### src/common/dmg_timing_consts.svh
`ifndef DMG_TIMING_CONSTS_SVH
`define DMG_TIMING_CONSTS_SVH

`define DMG_ADDR_DIV  16'hFF04
`define DMG_ADDR_TIMA 16'hFF05
`define DMG_ADDR_TMA  16'hFF06
`define DMG_ADDR_TAC  16'hFF07

`define DMG_DIV_WIDTH 16

// timer taps in the order of the two low control bits.
`define DMG_TAP_4096   9
`define DMG_TAP_262144 3
`define DMG_TAP_65536  5
`define DMG_TAP_16384  7

`define DMG_TAP_FRAME 12

`define DMG_RST_RELEASE_BIT 10

`endif

### src/common/dmg_timing_pkg.sv
package dmg_timing_pkg;

	// four crystal cycles make one machine cycle.
	typedef enum logic [1:0] {
		PH_A,
		PH_B,
		PH_C,
		PH_D
	} phase_e;

	typedef enum logic [1:0] {
		RST_HOLD,
		RST_WAIT,
		RST_RUN
	} rst_state_e;

	typedef enum logic [2:0] {
		REG_NONE,
		REG_DIV,
		REG_TIMA,
		REG_TMA,
		REG_TAC
	} reg_sel_e;

	typedef struct packed {
		logic [15:0] addr;
		logic [7:0]  wdata;
		logic        wr;
		logic        rd;
	} bus_req_t;

	typedef struct packed {
		reg_sel_e   sel;
		logic [7:0] data;
		logic       stb; // only high in the machine strobe cycle.
	} reg_wr_t;

	typedef struct packed {
		logic [7:0] tima;
		logic [7:0] tma;
		logic [2:0] tac;
	} timer_regs_t;

	typedef struct packed {
		logic sys_nreset;
		logic video_nreset;
	} rst_out_t;

	typedef struct packed {
		logic       length_clk;
		logic       env_clk;
		logic       sweep_clk;
		logic [2:0] step;
	} frame_clk_t;

endpackage

### src/clocks_reset/clocks_reset.sv
`timescale 1ns/100ps

`include "dmg_timing_consts.svh"

module clocks_reset import dmg_timing_pkg::*; (
	input  logic                      clkin_a,
	input  logic                      rst_n,
	input  bus_req_t                  bus_req,
	input  logic                      lcd_on,
	input  timer_regs_t               timer_regs,
	output reg_wr_t                   reg_wr,
	output logic [`DMG_DIV_WIDTH-1:0] div_taps,
	output rst_out_t                  rst_out,
	output logic                      phi,
	output logic                      mcycle,
	output logic [7:0]                rdata
);

	reg_sel_e reg_sel;
	logic     div_clear;

	phase_seq phase_seq_inst (
		.clkin_a     (clkin_a),
		.rst_n       (rst_n),
		.release_tap (div_taps[`DMG_RST_RELEASE_BIT]),
		.lcd_on      (lcd_on),
		.phase       (),
		.mcycle      (mcycle),
		.phi         (phi),
		.rst_out     (rst_out)
	);

	div_counter div_counter_inst (
		.clkin_a (clkin_a),
		.rst_n   (rst_n),
		.clear   (div_clear),
		.count   (div_taps)
	);

	always_comb begin
		case (bus_req.addr)
			`DMG_ADDR_DIV: reg_sel = REG_DIV;
			`DMG_ADDR_TIMA: reg_sel = REG_TIMA;
			`DMG_ADDR_TMA: reg_sel = REG_TMA;
			`DMG_ADDR_TAC: reg_sel = REG_TAC;
			default: reg_sel = REG_NONE;
		endcase
	end

	assign reg_wr.sel = reg_sel;
	assign reg_wr.data = bus_req.wdata;
	assign reg_wr.stb = bus_req.wr && mcycle && (reg_sel != REG_NONE);
	assign div_clear = reg_wr.stb && (reg_sel == REG_DIV);

	always_comb begin
		rdata = 8'h00;
		if (bus_req.rd) begin
			case (reg_sel)
				REG_DIV: rdata = div_taps[`DMG_DIV_WIDTH-1 -: 8];
				REG_TIMA: rdata = timer_regs.tima;
				REG_TMA: rdata = timer_regs.tma;
				REG_TAC: rdata = {5'b11111, timer_regs.tac}; // unused bits read as one.
				default: rdata = 8'h00;
			endcase
		end
	end

endmodule

### src/clocks_reset/div_counter.sv
`timescale 1ns/100ps

`include "dmg_timing_consts.svh"

module div_counter (
	input  logic                      clkin_a,
	input  logic                      rst_n,
	input  logic                      clear,
	output logic [`DMG_DIV_WIDTH-1:0] count
);

	always_ff @(posedge clkin_a or negedge rst_n) begin
		if (!rst_n) begin
			count <= '0;
		end else if (clear) begin
			count <= '0; // a write to the upper byte clears all of it.
		end else begin
			count <= count + 1'b1;
		end
	end

	a_clear_zero: assert property (@(posedge clkin_a) disable iff (!rst_n)
		clear |=> count == '0)
		else $error("divider not zero after clear");

endmodule

### src/clocks_reset/phase_seq.sv
`timescale 1ns/100ps

module phase_seq import dmg_timing_pkg::*; (
	input  logic     clkin_a,
	input  logic     rst_n,
	input  logic     release_tap,
	input  logic     lcd_on,
	output phase_e   phase,
	output logic     mcycle,
	output logic     phi,
	output rst_out_t rst_out
);

	phase_e     phase_next;
	rst_state_e rst_state;
	rst_state_e rst_next;
	logic       sys_nreset_q;
	logic       video_nreset_q;

	always_comb begin
		case (phase)
			PH_A: phase_next = PH_B;
			PH_B: phase_next = PH_C;
			PH_C: phase_next = PH_D;
			default: phase_next = PH_A;
		endcase
	end

	always_comb begin
		rst_next = rst_state;
		case (rst_state)
			RST_HOLD: rst_next = RST_WAIT;
			RST_WAIT: begin
				if (release_tap) begin
					rst_next = RST_RUN; // divider has counted far enough.
				end
			end
			RST_RUN: rst_next = RST_RUN;
			default: rst_next = RST_HOLD;
		endcase
	end

	always_ff @(posedge clkin_a or negedge rst_n) begin
		if (!rst_n) begin
			phase <= PH_A;
			rst_state <= RST_HOLD;
			sys_nreset_q <= 1'b0;
			video_nreset_q <= 1'b0;
		end else begin
			phase <= phase_next;
			rst_state <= rst_next;
			sys_nreset_q <= (rst_next == RST_RUN); // a flop so the reset never glitches.
			video_nreset_q <= sys_nreset_q & lcd_on;
		end
	end

	assign mcycle = (phase == PH_D);
	assign phi = (phase == PH_C) || (phase == PH_D);
	assign rst_out.sys_nreset = sys_nreset_q;
	assign rst_out.video_nreset = video_nreset_q;

	a_phase_step: assert property (@(posedge clkin_a) disable iff (!rst_n)
		1'b1 |=> phase == phase_e'($past(phase) + 2'd1))
		else $error("phase did not advance by one step");

	a_sys_rst_hold: assert property (@(posedge clkin_a) disable iff (!rst_n)
		rst_out.sys_nreset |=> rst_out.sys_nreset)
		else $error("sys_nreset fell while rst_n was high");

endmodule

### src/apu_frame_seq.sv
`timescale 1ns/100ps

`include "dmg_timing_consts.svh"

module apu_frame_seq import dmg_timing_pkg::*; (
	input  logic                      clkin_a,
	input  logic                      sys_nreset,
	input  logic                      apu_on,
	input  logic [`DMG_DIV_WIDTH-1:0] div_taps,
	output frame_clk_t                frame_clk
);

	logic       frame_bit_q;
	logic       frame_fall;
	logic       tick_q;
	logic       tick;
	logic [2:0] step_q;

	assign frame_fall = frame_bit_q & ~div_taps[`DMG_TAP_FRAME];

	always_ff @(posedge clkin_a or negedge sys_nreset) begin
		if (!sys_nreset) begin
			frame_bit_q <= 1'b0;
			tick_q <= 1'b0;
			step_q <= 3'd0;
		end else begin
			frame_bit_q <= div_taps[`DMG_TAP_FRAME]; // tracked even while the apu is off.
			if (!apu_on) begin
				tick_q <= 1'b0;
				step_q <= 3'd0;
			end else begin
				tick_q <= frame_fall;
				if (frame_fall) begin
					step_q <= step_q + 3'd1;
				end
			end
		end
	end

	// strobes belong to the step that was just entered.
	assign tick = tick_q & apu_on;
	assign frame_clk.length_clk = tick & ~step_q[0];
	assign frame_clk.sweep_clk = tick & (step_q[1:0] == 2'b10);
	assign frame_clk.env_clk = tick & (step_q == 3'd7);
	assign frame_clk.step = apu_on ? step_q : 3'd0;

endmodule

### src/dmg_timing_top.sv
`timescale 1ns/100ps

`include "dmg_timing_consts.svh"

module dmg_timing_top import dmg_timing_pkg::*; (
	input  logic       clkin_a,
	input  logic       rst_n,
	input  bus_req_t   bus_req,
	input  logic       lcd_on,
	input  logic       apu_on,
	output logic [7:0] rdata,
	output rst_out_t   rst_out,
	output logic       phi,
	output logic       mcycle,
	output logic       timer_irq,
	output frame_clk_t frame_clk
);

	reg_wr_t                   reg_wr;
	logic [`DMG_DIV_WIDTH-1:0] div_taps;
	timer_regs_t               timer_regs;

	clocks_reset clocks_reset_inst (
		.clkin_a    (clkin_a),
		.rst_n      (rst_n),
		.bus_req    (bus_req),
		.lcd_on     (lcd_on),
		.timer_regs (timer_regs),
		.reg_wr     (reg_wr),
		.div_taps   (div_taps),
		.rst_out    (rst_out),
		.phi        (phi),
		.mcycle     (mcycle),
		.rdata      (rdata)
	);

	timer_unit timer_unit_inst (
		.clkin_a    (clkin_a),
		.sys_nreset (rst_out.sys_nreset),
		.reg_wr     (reg_wr),
		.div_taps   (div_taps),
		.timer_regs (timer_regs),
		.timer_irq  (timer_irq)
	);

	apu_frame_seq apu_frame_seq_inst (
		.clkin_a    (clkin_a),
		.sys_nreset (rst_out.sys_nreset),
		.apu_on     (apu_on),
		.div_taps   (div_taps),
		.frame_clk  (frame_clk)
	);

endmodule

### src/timer_unit.sv
`timescale 1ns/100ps

`include "dmg_timing_consts.svh"

module timer_unit import dmg_timing_pkg::*; (
	input  logic                      clkin_a,
	input  logic                      sys_nreset,
	input  reg_wr_t                   reg_wr,
	input  logic [`DMG_DIV_WIDTH-1:0] div_taps,
	output timer_regs_t               timer_regs,
	output logic                      timer_irq
);

	logic tap_sel;
	logic timer_in;
	logic timer_in_q;
	logic tick;
	logic wr_tima;
	logic wr_tma;
	logic wr_tac;

	always_comb begin
		case (timer_regs.tac[1:0])
			2'd0: tap_sel = div_taps[`DMG_TAP_4096];
			2'd1: tap_sel = div_taps[`DMG_TAP_262144];
			2'd2: tap_sel = div_taps[`DMG_TAP_65536];
			default: tap_sel = div_taps[`DMG_TAP_16384];
		endcase
	end

	// turning the enable off while the tap is high also counts as a falling edge.
	assign timer_in = timer_regs.tac[2] & tap_sel;
	assign tick = timer_in_q & ~timer_in;

	assign wr_tima = reg_wr.stb && (reg_wr.sel == REG_TIMA);
	assign wr_tma = reg_wr.stb && (reg_wr.sel == REG_TMA);
	assign wr_tac = reg_wr.stb && (reg_wr.sel == REG_TAC);

	always_ff @(posedge clkin_a or negedge sys_nreset) begin
		if (!sys_nreset) begin
			timer_regs <= '0;
			timer_in_q <= 1'b0;
			timer_irq <= 1'b0;
		end else begin
			timer_in_q <= timer_in;
			timer_irq <= 1'b0;
			if (wr_tima) begin
				timer_regs.tima <= reg_wr.data; // the cpu write wins over a tick.
			end else if (tick) begin
				if (timer_regs.tima == 8'hff) begin
					timer_regs.tima <= timer_regs.tma;
					timer_irq <= 1'b1;
				end else begin
					timer_regs.tima <= timer_regs.tima + 8'd1;
				end
			end
			if (wr_tma) begin
				timer_regs.tma <= reg_wr.data;
			end
			if (wr_tac) begin
				timer_regs.tac <= reg_wr.data[2:0];
			end
		end
	end

	a_irq_pulse: assert property (@(posedge clkin_a) disable iff (!sys_nreset)
		timer_irq |=> !timer_irq)
		else $error("timer_irq high for two cycles");

endmodule

### config.mk
export PLATFORM = sky130hd
export DESIGN_NAME = dmg_timing_top
export DESIGN_NICKNAME = d
export VERILOG_FILES = /design/src/common/dmg_timing_pkg.sv /design/src/clocks_reset/clocks_reset.sv /design/src/clocks_reset/div_counter.sv /design/src/clocks_reset/phase_seq.sv /design/src/apu_frame_seq.sv /design/src/dmg_timing_top.sv /design/src/timer_unit.sv
export VERILOG_INCLUDE_DIRS = /design/src /design/src/common
export SDC_FILE = /design/constraint.sdc
export NUM_CORES = 1
export LEC_CHECK = 0
export ABC_AREA = 1
export BUFFER_PORTS_ARGS = -buffer_cell sky130_fd_sc_hd__buf_2
export CAP_MARGIN = 5
export CORE_MARGIN = 1.5
export CORE_UTILIZATION = 57
export DETAILED_ROUTE_END_ITERATION = 8
export PLACE_DENSITY_LB_ADDON = 0.08
export SLEW_MARGIN = 20
export SYNTH_ARGS = -nofsm -noshare
export SYNTH_HDL_FRONTEND = slang
export SYNTH_SLANG_ARGS = --single-unit
### constraint.sdc
create_clock -name clkin_a -period 2.1 [get_ports clkin_a]
set_clock_uncertainty 0.1 [all_clocks]
set_input_delay 0.42 -clock clkin_a [delete_from_list [all_inputs] [get_ports clkin_a]]
set_output_delay 0.42 -clock clkin_a [all_outputs]
set_load 0.03 [all_outputs]
==> flow_summary.toml <==
[outcome]
run_status = "finished with violations"
violations = "negative setup slack"

[routing]
wirelength_um = 7690
vias_per_cell = 5.37
vias = 3000
ant_nets = 0
routedWlPerCell_um = 13.8
drtIter0Drc = 196
firstDrtPassIters = 5
drc = 0

[clock_tree]
clockBufferDepth = 2
clk-insertion-delay-late_ns = 0.30
clock-sinks = 48
cts_made_buffers = 5
cts_tree = "yes"
htreeDepth = 2
clkSlewWorstSetupHoldPaths_ns = 0.09
root_buffer = "clkbuf_8"

[synth]
yosysSeqAreaShare = 0.399
mappedNetlistNets = 460
avgSynthCellArea_sq_um = 7.14
synth_warnings = 0
synth_area_sq_mm = 0.00301
synth-seq-cells = 48
netlist_instances = 422
ys_types = 34

[final_layout]
drive_gt1_frac = 0.280
final_area_sq_mm = 0.00383
area_growth_pct = 27.1
nFillCells = 386
final_common_cell = "nand2_1"
final_nets = 526
antenna_cells = 0
final_cell_mix = "nand2_1 (109), inv_1 (52), dfrtp_1 (48)"

[timing]
hold_viol = 0
setup_tns_ns = -0.514
timing.final.crit_share = 1.04
rsz0062_at_grt = "yes"
fmax_mhz = 457
max_slew_margin = 0.649
report.final.slew_viol_count = 0
setup_slack_ns = -0.0861
finalSetupViolCount = 8
tightest_slew_ns = 0.525
layout_min_cycle_time_ns = 2.19

[power]
p_clk_frac = 0.430
p_sw_frac = 0.219
pwr-share-seq = 0.502
p_int_mw = 1.47
p_switching_uw = 411
combPwrFrac = 0.068
total_power_mw = 1.88
vdd_drop_max_uv = 373
p_leak_nw = 2.12
powerDensity_mw_per_mm2 = 490

[global_route]
grt_overflow = 0
antenna_found_initial = 0
grt_pass1_wl_um = 12000
gr-usage-all-layers = 0.278
grt_max_degree = 28
grt_pass1_vias = 2785

[critical_path]
reg2reg_setup_slack_ns = 0.33
crit_fanout = 8
path_class = "input pin to primary output"
critPathCaptureType = "primary output"
critical_path_required_ns = 1.58
critPathArrivalTime_ns = 1.67
reg2regPathDepth = 8
r2r_end = "timer_unit_inst.timer_regs[18]$_DFFE_PN0P_"
worstReg2RegStart = "timer_unit_inst.timer_regs[11]$_DFFE_PN0P_"
startpoint_type = "input pin"

[die]
floorplan.initialDensity = 0.590
placement_rows = 26
die_w_um = 75.7
die_h_um = 75.7
ioPinCount = 49
die-area_sq_mm = 0.00573
coreArea_sq_mm = 0.00511

[run]
maxCapViolCount = 0

[place]
gp_congestion = 0.878
io_buffers = 48
hpwl_um = 5190
placed_cell_area_sq_mm = 0.00340

[hold_path]
hold_class = "register to async pin"
per-layer routing:
layer  global-route usage  up-vias  part of all wire
li1                     -     1471                 -
met1                0.374     1359              0.44
met2                0.450      145              0.46
met3               0.0556       25             0.075
met4               0.0992        0             0.022
met5                    0        -                 0
synth_stat cells, drive strengths merged:
| cell type | n | share of area |
|---|---|---|
| ha | 8 | 0.033 |
| buf | 7 | 0.016 |
| o22ai | 1 | 0.0021 |
| inv | 72 | 0.090 |
| nand4 | 17 | 0.037 |
| clkbuf | 2 | 0.0025 |
| nor2 | 39 | 0.060 |
| o21bai | 2 | 0.0050 |
| o21ai | 23 | 0.038 |
| or2 | 4 | 0.0083 |
| a21oi | 6 | 0.010 |
| o211ai | 1 | 0.0025 |
| nor3 | 6 | 0.014 |
| dfrtp | 48 | 0.40 |
| nand3b | 2 | 0.0050 |
| nand2 | 120 | 0.16 |
| nor4 | 3 | 0.0062 |
| nand3 | 54 | 0.096 |
| xor2 | 4 | 0.012 |
| xnor2 | 3 | 0.0087 |
stage by stage:
| step | util | instances | setup slack [ns] | hold slack (ns) |
|---|---|---|---|---|
| final | 0.750 | 559 | -0.0861 | 0.195 |
| after detailed placement | 0.665 | 543 | -0.0916 | 0.210 |
| after global routing | 0.750 | 559 | -0.184 | 0.202 |
| after global placement | 0.665 | 543 | -0.0707 | 0.205 |
| after floorplan | - | 422 | 0.111 | 0.0244 |
| after CTS | 0.732 | 557 | -0.0533 | 0.192 |
how the worst max path moves through the flow:
| stage | cells past startpoint | slack, ns | endpoint | start |
|---|---|---|---|---|
| after global routing | 11 | -0.18 | rdata[1] | bus_req[23] |
| after detailed placement | 12 | -0.09 | rdata[6] | bus_req[14] |
| after global placement | 12 | -0.07 | rdata[5] | bus_req[14] |
| after CTS | 12 | -0.05 | rdata[0] | bus_req[23] |
| after floorplan | 8 | 0.11 | rdata[2] | bus_req[14] |
| final | 11 | -0.09 | rdata[1] | bus_req[23] |
critical path, stage by stage:
cell     delay (ns)
buf_6          0.07
nand2_2        0.04
nor2_1         0.11
nand2_1        0.12
nor2_4         0.21
buf_12         0.16
nand3_2        0.10
nor2_1         0.12
nor2_1         0.08
nor2_2         0.09
buf_6          0.13
layout make-up:
cell class                      count  area (sq um)  area share
Clock inverter                      3          68.8      0.0180
Tap cell                           70          87.6      0.0229
Multi-Input combinational cell    293          1590       0.415
Inverter                           72           273      0.0712
Timing Repair Buffer               68           544       0.142
Clock buffer                        5          68.8      0.0180
Sequential cell                    48          1200       0.313
state kept, by name, summed over array words and instances, names as in the netlist, 2 cells and up:
| name | cells |
|---|---|
| apu_frame_seq_inst.step_q | 3 |
| clocks_reset_inst.phase_seq_inst.rst_state | 2 |
| clocks_reset_inst.phase_seq_inst.phase | 2 |
| timer_unit_inst.timer_regs | 19 |
| clocks_reset_inst.div_counter_inst.count | 16 |
power groups by stage:
stage / clock network (mW) / logic [mW] / registers, mW
after global placement: 0 / 0.0968 / 0.961
final: 0.809 / 0.127 / 0.943
after CTS: 0.823 / 0.113 / 0.943
after detailed placement: 0 / 0.0991 / 0.961
after global routing: 0.853 / 0.139 / 0.945
after floorplan: 0 / 0.0437 / 0.959
logic make-up after synthesis:
| logic type | after synthesis | share of synthesized area |
|---|---|---|
| compound gates | 33 | 0.0577 |
| buf+inv | 81 | 0.108 |
| xor+xnor | 7 | 0.0203 |
| fa+ha+maj | 8 | 0.0332 |
| simple gates | 245 | 0.382 |
| flops | 48 | 0.399 |
repair_timing:
item,4_1_cts,5_1_grt
setup endpoints to repair,8,8
pin swaps,6,11
gates resized for setup,32,31
hold endpoints to repair,22,0
gates cloned,2,0
buffers inserted,3,4
hold buffers,1,0
No activity file was read; power rests on OpenSTA's default activity.
